$ cat src/hw/exec_pkg.sv
// Shared definitions for the execution unit
//   op_t     opcode enum for ALU and index operations
//   state_t  handshake controller states
//   flag bit positions in the NV-BDIZC byte, default data width

package exec_pkg;

   // data width used when the top level does not override it
   parameter int DEFAULT_DATA_W = 8;

   // flag positions, NV-BDIZC layout
   parameter int FLAG_N = 7;
   parameter int FLAG_V = 6;
   parameter int FLAG_Z = 1;
   parameter int FLAG_C = 0;

   typedef enum logic [4:0] {
      // loads from the operand
      OP_LDA,
      OP_LDX,
      OP_LDY,
      // arithmetic and logic against A
      OP_ADC,
      OP_SBC,
      OP_AND,
      OP_ORA,
      OP_EOR,
      OP_CMP,
      // shifts and rotates, A only
      OP_ASL,
      OP_LSR,
      OP_ROL,
      OP_ROR,
      // index increment and decrement
      OP_INX,
      OP_INY,
      OP_DEX,
      OP_DEY,
      // register transfers
      OP_TAX,
      OP_TAY,
      OP_TXA,
      OP_TYA,
      // flag ops
      OP_CLC,
      OP_SEC,
      OP_CLV,
      // indexed effective address
      OP_IDX_X,
      OP_IDX_Y
   } op_t;

   typedef enum logic [1:0] {
      ST_IDLE,
      ST_EXEC,
      ST_WAIT_ADDR,
      ST_DONE
   } state_t;

endpackage

$ cat src/hw/alu_core.sv
// Combinational ALU
// result, next flags and register write enables for one operation

module alu_core #(
   parameter int DATA_W = exec_pkg::DEFAULT_DATA_W
) (
   input  exec_pkg::op_t     op,
   input  logic [DATA_W-1:0] operand,
   input  logic [DATA_W-1:0] a,
   input  logic [DATA_W-1:0] x,
   input  logic [DATA_W-1:0] y,
   input  logic [7:0]        flags,
   output logic [DATA_W-1:0] result,
   output logic [7:0]        flags_next,
   output logic              write_a,
   output logic              write_x,
   output logic              write_y
);

   localparam int MSB = DATA_W - 1;

   logic [DATA_W-1:0] addend;
   logic              carry_in;
   logic [DATA_W:0]   sum;
   logic              overflow;
   logic              set_nz;

   // one adder serves ADC, SBC and CMP
   always_comb begin
      case (op)
         exec_pkg::OP_SBC, exec_pkg::OP_CMP: addend = ~operand;
         default: addend = operand;
      endcase
      // compare always subtracts with borrow clear
      carry_in = (op == exec_pkg::OP_CMP) ? 1'b1 : flags[exec_pkg::FLAG_C];
      sum = {1'b0, a} + {1'b0, addend} + {{DATA_W{1'b0}}, carry_in};
      // same input signs, different result sign
      overflow = (a[MSB] == addend[MSB]) && (sum[MSB] != a[MSB]);
   end

   always_comb begin
      result = a;
      flags_next = flags;
      write_a = 1'b0;
      write_x = 1'b0;
      write_y = 1'b0;
      set_nz = 1'b0;

      case (op)
         exec_pkg::OP_LDA: begin
            result = operand;
            write_a = 1'b1;
            set_nz = 1'b1;
         end
         exec_pkg::OP_LDX: begin
            result = operand;
            write_x = 1'b1;
            set_nz = 1'b1;
         end
         exec_pkg::OP_LDY: begin
            result = operand;
            write_y = 1'b1;
            set_nz = 1'b1;
         end
         exec_pkg::OP_ADC, exec_pkg::OP_SBC: begin
            result = sum[MSB:0];
            write_a = 1'b1;
            set_nz = 1'b1;
            flags_next[exec_pkg::FLAG_C] = sum[DATA_W];
            flags_next[exec_pkg::FLAG_V] = overflow;
         end
         exec_pkg::OP_AND: begin
            result = a & operand;
            write_a = 1'b1;
            set_nz = 1'b1;
         end
         exec_pkg::OP_ORA: begin
            result = a | operand;
            write_a = 1'b1;
            set_nz = 1'b1;
         end
         exec_pkg::OP_EOR: begin
            result = a ^ operand;
            write_a = 1'b1;
            set_nz = 1'b1;
         end
         exec_pkg::OP_CMP: begin
            // difference only feeds the flags
            result = sum[MSB:0];
            set_nz = 1'b1;
            flags_next[exec_pkg::FLAG_C] = sum[DATA_W];
         end
         exec_pkg::OP_ASL, exec_pkg::OP_ROL: begin
            result = {a[MSB-1:0], (op == exec_pkg::OP_ROL) & flags[exec_pkg::FLAG_C]};
            write_a = 1'b1;
            set_nz = 1'b1;
            flags_next[exec_pkg::FLAG_C] = a[MSB];
         end
         exec_pkg::OP_LSR, exec_pkg::OP_ROR: begin
            result = {(op == exec_pkg::OP_ROR) & flags[exec_pkg::FLAG_C], a[MSB:1]};
            write_a = 1'b1;
            set_nz = 1'b1;
            flags_next[exec_pkg::FLAG_C] = a[0];
         end
         exec_pkg::OP_INX, exec_pkg::OP_DEX: begin
            result = (op == exec_pkg::OP_INX) ? x + 1'b1 : x - 1'b1;
            write_x = 1'b1;
            set_nz = 1'b1;
         end
         exec_pkg::OP_INY, exec_pkg::OP_DEY: begin
            result = (op == exec_pkg::OP_INY) ? y + 1'b1 : y - 1'b1;
            write_y = 1'b1;
            set_nz = 1'b1;
         end
         exec_pkg::OP_TAX, exec_pkg::OP_TAY: begin
            result = a;
            write_x = (op == exec_pkg::OP_TAX);
            write_y = (op == exec_pkg::OP_TAY);
            set_nz = 1'b1;
         end
         exec_pkg::OP_TXA, exec_pkg::OP_TYA: begin
            result = (op == exec_pkg::OP_TXA) ? x : y;
            write_a = 1'b1;
            set_nz = 1'b1;
         end
         exec_pkg::OP_CLC: flags_next[exec_pkg::FLAG_C] = 1'b0;
         exec_pkg::OP_SEC: flags_next[exec_pkg::FLAG_C] = 1'b1;
         exec_pkg::OP_CLV: flags_next[exec_pkg::FLAG_V] = 1'b0;
         // index ops touch no register and no flag
         default: result = a;
      endcase

      if (set_nz) begin
         flags_next[exec_pkg::FLAG_N] = result[MSB];
         flags_next[exec_pkg::FLAG_Z] = (result == '0);
      end
   end

endmodule

$ cat src/hw/index_addr_gen.sv
// Indexed address generator
// low byte add first, high byte fixed up only on a page cross

module index_addr_gen #(
   parameter int DATA_W = exec_pkg::DEFAULT_DATA_W
) (
   input  logic                clock,
   input  logic                nreset,
   input  logic                addr_start,
   input  exec_pkg::op_t       op,
   input  logic [2*DATA_W-1:0] base_addr,
   input  logic [DATA_W-1:0]   x,
   input  logic [DATA_W-1:0]   y,
   output logic                addr_done,
   output logic [2*DATA_W-1:0] sum_addr,
   output logic                crossed
);

   typedef enum logic [1:0] {
      AG_IDLE,
      AG_LOW,
      AG_HIGH
   } ag_state_t;

   ag_state_t         state;
   logic [DATA_W-1:0] index;
   logic [DATA_W:0]   low_sum;
   logic [DATA_W-1:0] low_q;
   logic [DATA_W-1:0] high_q;
   logic              carry_q;

   assign index = (op == exec_pkg::OP_IDX_X) ? x : y;
   assign low_sum = {1'b0, base_addr[DATA_W-1:0]} + {1'b0, index};

   // sequencer, extra step only when the low add carried
   always_ff @(posedge clock) begin
      if (nreset) begin
         state <= AG_IDLE;
      end else begin
         case (state)
            AG_IDLE: if (addr_start) state <= AG_LOW;
            AG_LOW:  state <= carry_q ? AG_HIGH : AG_IDLE;
            default: state <= AG_IDLE;
         endcase
      end
   end

   // low sum, carry and high byte
   always_ff @(posedge clock) begin
      if (state == AG_IDLE && addr_start) begin
         low_q <= low_sum[DATA_W-1:0];
         carry_q <= low_sum[DATA_W];
         high_q <= base_addr[2*DATA_W-1:DATA_W];
      end else if (state == AG_LOW && carry_q) begin
         high_q <= high_q + 1'b1;
      end
   end

   assign addr_done = (state == AG_LOW && !carry_q) || (state == AG_HIGH);
   assign sum_addr = {high_q, low_q};
   assign crossed = carry_q;

endmodule

$ cat src/hw/register_commit.sv
// Architectural registers and handshake controller
// captures a request, commits ALU or address results, drives ack

module register_commit #(
   parameter int DATA_W = exec_pkg::DEFAULT_DATA_W
) (
   input  logic                clock,
   input  logic                nreset,
   input  logic                req,
   input  exec_pkg::op_t       op,
   input  logic [DATA_W-1:0]   operand,
   input  logic [2*DATA_W-1:0] base_addr,
   input  logic [DATA_W-1:0]   result,
   input  logic [7:0]          flags_next,
   input  logic                write_a,
   input  logic                write_x,
   input  logic                write_y,
   input  logic                addr_done,
   input  logic [2*DATA_W-1:0] sum_addr,
   input  logic                crossed,
   output logic                ack,
   output exec_pkg::op_t       op_q,
   output logic [DATA_W-1:0]   operand_q,
   output logic [2*DATA_W-1:0] base_q,
   output logic                addr_start,
   output logic [DATA_W-1:0]   a,
   output logic [DATA_W-1:0]   x,
   output logic [DATA_W-1:0]   y,
   output logic [7:0]          flags,
   output logic [2*DATA_W-1:0] eff_addr,
   output logic                page_crossed
);

   exec_pkg::state_t state;
   logic             is_idx;

   assign is_idx = (op_q == exec_pkg::OP_IDX_X) || (op_q == exec_pkg::OP_IDX_Y);

   // one-cycle start, only in ST_EXEC
   assign addr_start = (state == exec_pkg::ST_EXEC) && is_idx;

   // request copy, requester may change inputs afterwards
   always_ff @(posedge clock) begin
      if (state == exec_pkg::ST_IDLE && req) begin
         op_q <= op;
         operand_q <= operand;
         base_q <= base_addr;
      end
   end

   always_ff @(posedge clock) begin
      if (nreset) begin
         state <= exec_pkg::ST_IDLE;
         ack <= 1'b0;
         a <= '0;
         x <= '0;
         y <= '0;
         flags <= '0;
         eff_addr <= '0;
         page_crossed <= 1'b0;
      end else begin
         case (state)
            exec_pkg::ST_IDLE: begin
               if (req) state <= exec_pkg::ST_EXEC;
            end
            exec_pkg::ST_EXEC: begin
               if (is_idx) begin
                  state <= exec_pkg::ST_WAIT_ADDR;
               end else begin
                  // ALU commit, single cycle
                  if (write_a) a <= result;
                  if (write_x) x <= result;
                  if (write_y) y <= result;
                  flags <= flags_next;
                  state <= exec_pkg::ST_DONE;
                  ack <= 1'b1;
               end
            end
            exec_pkg::ST_WAIT_ADDR: begin
               // latency depends on page cross
               if (addr_done) begin
                  eff_addr <= sum_addr;
                  page_crossed <= crossed;
                  state <= exec_pkg::ST_DONE;
                  ack <= 1'b1;
               end
            end
            default: begin
               // hold ack until the requester lets go
               if (!req) begin
                  state <= exec_pkg::ST_IDLE;
                  ack <= 1'b0;
               end
            end
         endcase
      end
   end

endmodule

$ cat src/hw/exec_unit.sv
// Execution unit top level
// ALU, indexed address generator and register commit, wired together

module exec_unit #(
   parameter int DATA_W = exec_pkg::DEFAULT_DATA_W
) (
   input  logic                clock,
   input  logic                nreset,
   input  logic                req,
   input  exec_pkg::op_t       op,
   input  logic [DATA_W-1:0]   operand,
   input  logic [2*DATA_W-1:0] base_addr,
   output logic                ack,
   output logic [DATA_W-1:0]   a,
   output logic [DATA_W-1:0]   x,
   output logic [DATA_W-1:0]   y,
   output logic [7:0]          flags,
   output logic [2*DATA_W-1:0] eff_addr,
   output logic                page_crossed
);

   exec_pkg::op_t       op_q;
   logic [DATA_W-1:0]   operand_q;
   logic [2*DATA_W-1:0] base_q;
   logic [DATA_W-1:0]   result;
   logic [7:0]          flags_next;
   logic                write_a;
   logic                write_x;
   logic                write_y;
   logic                addr_start;
   logic                addr_done;
   logic [2*DATA_W-1:0] sum_addr;
   logic                crossed;

   alu_core #(.DATA_W(DATA_W)) alu_core_i (
      .op(op_q), .operand(operand_q), .a(a), .x(x), .y(y), .flags(flags),
      .result(result), .flags_next(flags_next),
      .write_a(write_a), .write_x(write_x), .write_y(write_y)
   );

   index_addr_gen #(.DATA_W(DATA_W)) index_addr_gen_i (
      .clock(clock), .nreset(nreset), .addr_start(addr_start), .op(op_q),
      .base_addr(base_q), .x(x), .y(y),
      .addr_done(addr_done), .sum_addr(sum_addr), .crossed(crossed)
   );

   register_commit #(.DATA_W(DATA_W)) register_commit_i (
      .clock(clock), .nreset(nreset), .req(req), .op(op), .operand(operand),
      .base_addr(base_addr), .result(result), .flags_next(flags_next),
      .write_a(write_a), .write_x(write_x), .write_y(write_y),
      .addr_done(addr_done), .sum_addr(sum_addr), .crossed(crossed),
      .ack(ack), .op_q(op_q), .operand_q(operand_q), .base_q(base_q),
      .addr_start(addr_start), .a(a), .x(x), .y(y), .flags(flags),
      .eff_addr(eff_addr), .page_crossed(page_crossed)
   );

endmodule

$ cat config.mk
export PLATFORM = sky130hd
export DESIGN_NAME = exec_unit
export DESIGN_NICKNAME = d
export VERILOG_FILES = /design/src/hw/exec_pkg.sv /design/src/hw/alu_core.sv /design/src/hw/index_addr_gen.sv /design/src/hw/register_commit.sv /design/src/hw/exec_unit.sv
export SDC_FILE = /design/constraint.sdc
export NUM_CORES = 1
export LEC_CHECK = 0
export BUFFER_PORTS_ARGS = -buffer_cell sky130_fd_sc_hd__buf_2
export CAP_MARGIN = 20
export CORE_ASPECT_RATIO = 2
export CORE_MARGIN = 8
export CORE_UTILIZATION = 59
export DETAILED_ROUTE_END_ITERATION = 8
export PLACE_DENSITY = 0.81
export SYNTH_ARGS = -nofsm -noshare
export SYNTH_HDL_FRONTEND = slang
export SYNTH_SLANG_ARGS = --single-unit
$ cat constraint.sdc
create_clock -name clock -period 5.1 [get_ports clock]
set_input_delay 1.02 -clock clock [delete_from_list [all_inputs] [get_ports clock]]
set_output_delay 1.02 -clock clock [all_outputs]
set_load 0.01 [all_outputs]
==> flow_metrics.py <==
metrics = {
    "timing": {
        "tns_ns": 0,
        "setup_viol": 0,
        "max-slew-margin-rel": 0.295,
        "fin_crit_sh": 0.896,
        "drv_slew": 0,
        "rsz0062_at_grt": "no",
        "min_period_ns": 4.57,
        "fin_skew_ns": 0.00889,
        "worstMarginPinSlew_ns": 1.05,
        "max_freq_mhz": 219,
        "hold_violations": 0,
    },
    "die": {
        "dieWidth_um": 88.9,
        "fp.coreArea_um2": 10400,
        "dieArea_um2": 14400,
        "pin_count": 82,
        "initial_utilization": 0.602,
        "die_h_um": 162,
        "std_cell_rows": 53,
    },
    "yosys": {
        "synthCells": 658,
        "yosys_register_bits": 96,
        "yosysSeqAreaShare": 0.380,
        "syn_area_um2": 6270,
        "yosys.cell_types.count": 79,
        "syn_avg_cell_area_um2": 9.53,
        "yosys_most_used_dff": "dfxtp_1",
        "synthArstFlopShare": 0,
        "synth_edf_count": 46,
        "synth_warnings": 0,
    },
    "final_layout": {
        "layout_common_cells": "nor2_1 (81), buf_2 (77), dfxtp_1 (50)",
        "area_delta_synth_final_pct": 11.6,
        "postLayoutCoreUtil": 0.672,
        "antenna_cells": 0,
        "nets": 809,
        "layout_commonest_cell": "nor2_1",
        "drive_gt1_frac": 0.177,
    },
    "power_and_ir_drop": {
        "p_per_area_nw_per_um2": 375,
        "vdd.ir_drop.worst_mv": 0.219,
        "power.leakage_nw": 3.01,
        "power_mw": 2.62,
        "power_switching_mw": 1.01,
        "p_seq_frac": 0.389,
        "combPwrFrac": 0.353,
        "swShare": 0.384,
        "p_int_mw": 1.62,
        "clockPowerShare": 0.258,
    },
    "clocking": {
        "root_buffer": "clkbuf_16",
        "clk_latency_ns": 0.35,
        "clk_pin_slew_ns": 0.07,
        "numCtsBuffers": 9,
        "post-cts-setup-buffers": 0,
        "cts_tree": "yes",
        "clockBufferDepth": 2,
        "h-tree-depth": 3,
        "cts.sinks": 96,
        "holdBufCountCts": 0,
        "cts_resized": 0,
    },
    "place": {
        "hpwl_um": 15200,
        "port_buffers": 77,
        "routabilityCongestion": 1.03,
    },
    "worst_setup_path": {
        "crit_fanout": 19,
        "critPathSlowestCell": "o21ai_1",
        "cp.required_ns": 5.34,
        "worstPathCellList": "nor2b_1, o21ai_1, xnor2_1, fa_1, a21oi_1, o211ai_1, o41ai_1, buf_4, xnor2_1, a21oi_1, a22oi_1, o41ai_2",
        "arrival_ns": 4.81,
        "start_kind": "flop",
        "worst_path_largest_cell_delay_ns": 0.85,
        "endpoint_kind": "flop",
        "crit_type": "flop to flop",
    },
    "outcome": {
        "status": "completed",
    },
    "routing": {
        "drtIter0Drc": 415,
        "wl_um": 19600,
        "final_antenna_net_count": 0,
        "route.detailed.drc": 0,
        "dr.pass1.iters": 6,
        "vias_per_cell": 6.34,
        "num_vias": 5494,
        "wl_per_cell_um": 22.7,
    },
    "run": {
        "maxCapViolCount": 0,
    },
    "global_routing": {
        "antenna_found_initial": 0,
        "grt_pass1_vias": 5511,
        "grt_remaining_overflow": 0,
        "grt_usage": 0.278,
        "grt_max_degree": 52,
        "grt_pass1_wl_um": 29800,
    },
    "worst_hold_path": {
        "hp-class": "flop to flop",
    },
}
[per-stage QoR]
stage          std cells  hold slack, ns  instance area (um^2)  setup slack [ns]
6_report             866           0.485                  6990             0.528
5_1_grt              866           0.528                  6990             0.318
4_1_cts              866           0.482                  6990             0.640
3_5_place_dp         850           0.469                  6700             0.683
3_3_place_gp         850           0.460                  6700             0.897
2_1_floorplan        661           0.453                  6280              1.20
[logic make-up (layout without fill, tap and decap cells)]
logic type | count (synthesis) | in the layout | synth area share
AOI/OAI and AO/OA | 153 | 153 | 0.169
xor gates and xnor gates | 35 | 35 | 0.0489
adders and majority gates | 53 | 53 | 0.112
buffers and inverters | 66 | 134 | 0.0517
DFF | 96 | 96 | 0.380
muxes | 41 | 41 | 0.0667
other | 1 | 4 | 0.000598
and+or+nand+nor | 213 | 213 | 0.171
[sequential cells by signal, summed over array words and instances (netlist names), 2 cells and up]
register and count:
register_commit_i.base_q 16, index_addr_gen_i.low_q 8, register_commit_i.a 8, register_commit_i.operand_q 8, register_commit_i.y 8, register_commit_i.op_q 5
register_commit_i.eff_addr 16, index_addr_gen_i.high_q 8, register_commit_i.flags 4, register_commit_i.x 8, index_addr_gen_i.state 2, register_commit_i.state 2
[path summary, 6_finish.rpt]
kind,start,to,slack [ns],depth (start not counted)
max,register_commit_i.op_q[2],register_commit_i.flags[1],0.53,12
min,register_commit_i.flags[6],register_commit_i.flags[6],0.48,2
min reg2reg,register_commit_i.flags[6],register_commit_i.flags[6],0.48,2
max reg2reg,register_commit_i.op_q[2],register_commit_i.flags[1],0.53,12
[power groups by stage]
stage	Combinational (mW)	Clock, mW	Sequential, mW
5_1_grt	1.00	0.708	1.03
2_1_floorplan	0.670	0	1.00
6_report	0.925	0.677	1.02
3_5_place_dp	0.901	0	1.03
4_1_cts	0.905	0.681	1.02
3_3_place_gp	0.872	0	1.03
[routing by layer]
metal,share of wire,track usage
met5,0,0
met3,0.066,0.0496
met2,0.52,0.499
met4,0.087,0.216
met1,0.32,0.261
[Yosys cell counts (5+ instances only)]
| cell | instances | area [um^2] |
|---|---|---|
| nor2_1 | 81 | 304 |
| fa_1 | 5 | 100 |
| nand2b_1 | 9 | 56.3 |
| buf_2 | 6 | 30.0 |
| a22oi_1 | 10 | 75.1 |
| buf_4 | 7 | 52.6 |
| a211oi_1 | 8 | 60.1 |
| xnor2_1 | 24 | 210 |
| a21oi_1 | 45 | 225 |
| nand3_1 | 16 | 80.1 |
| nor3_1 | 13 | 65.1 |
| clkbuf_1 | 12 | 45.0 |
| xor2_1 | 11 | 96.3 |
| ha_1 | 48 | 601 |
| edfxtp_1 | 46 | 1380 |
| o21ai_0 | 21 | 105 |
| nor2b_1 | 9 | 56.3 |
| mux2_2 | 6 | 67.6 |
| dfxtp_1 | 50 | 1000 |
| o21bai_1 | 6 | 45.0 |
| buf_6 | 5 | 56.3 |
| a32oi_1 | 8 | 70.1 |
| inv_1 | 33 | 124 |
| mux2i_1 | 35 | 350 |
| nand2_1 | 38 | 143 |
| o22ai_1 | 5 | 31.3 |
[worst max-delay path: cells and delay by family (launching register included)]
family / cells / cell delay [ns]
DFF: 1 / 0.69
and+or+nand+nor: 1 / 0.31
buffers and inverters: 1 / 0.22
xor gates and xnor gates: 2 / 0.25
AOI/OAI and AO/OA: 7 / 2.50
adders and majority gates: 1 / 0.48
[cell type report]
class                   instances  area (um^2)
repair buffers                 85          445
fillers                       831         3420
inverters                      33          124
multi-input cells             499         3570
flip-flops and latches         96         2380
well taps                     137          171
clock inverters                 6         58.8
clock buffers                  10          239
Note: power is estimated with default switching activity, not from simulation.
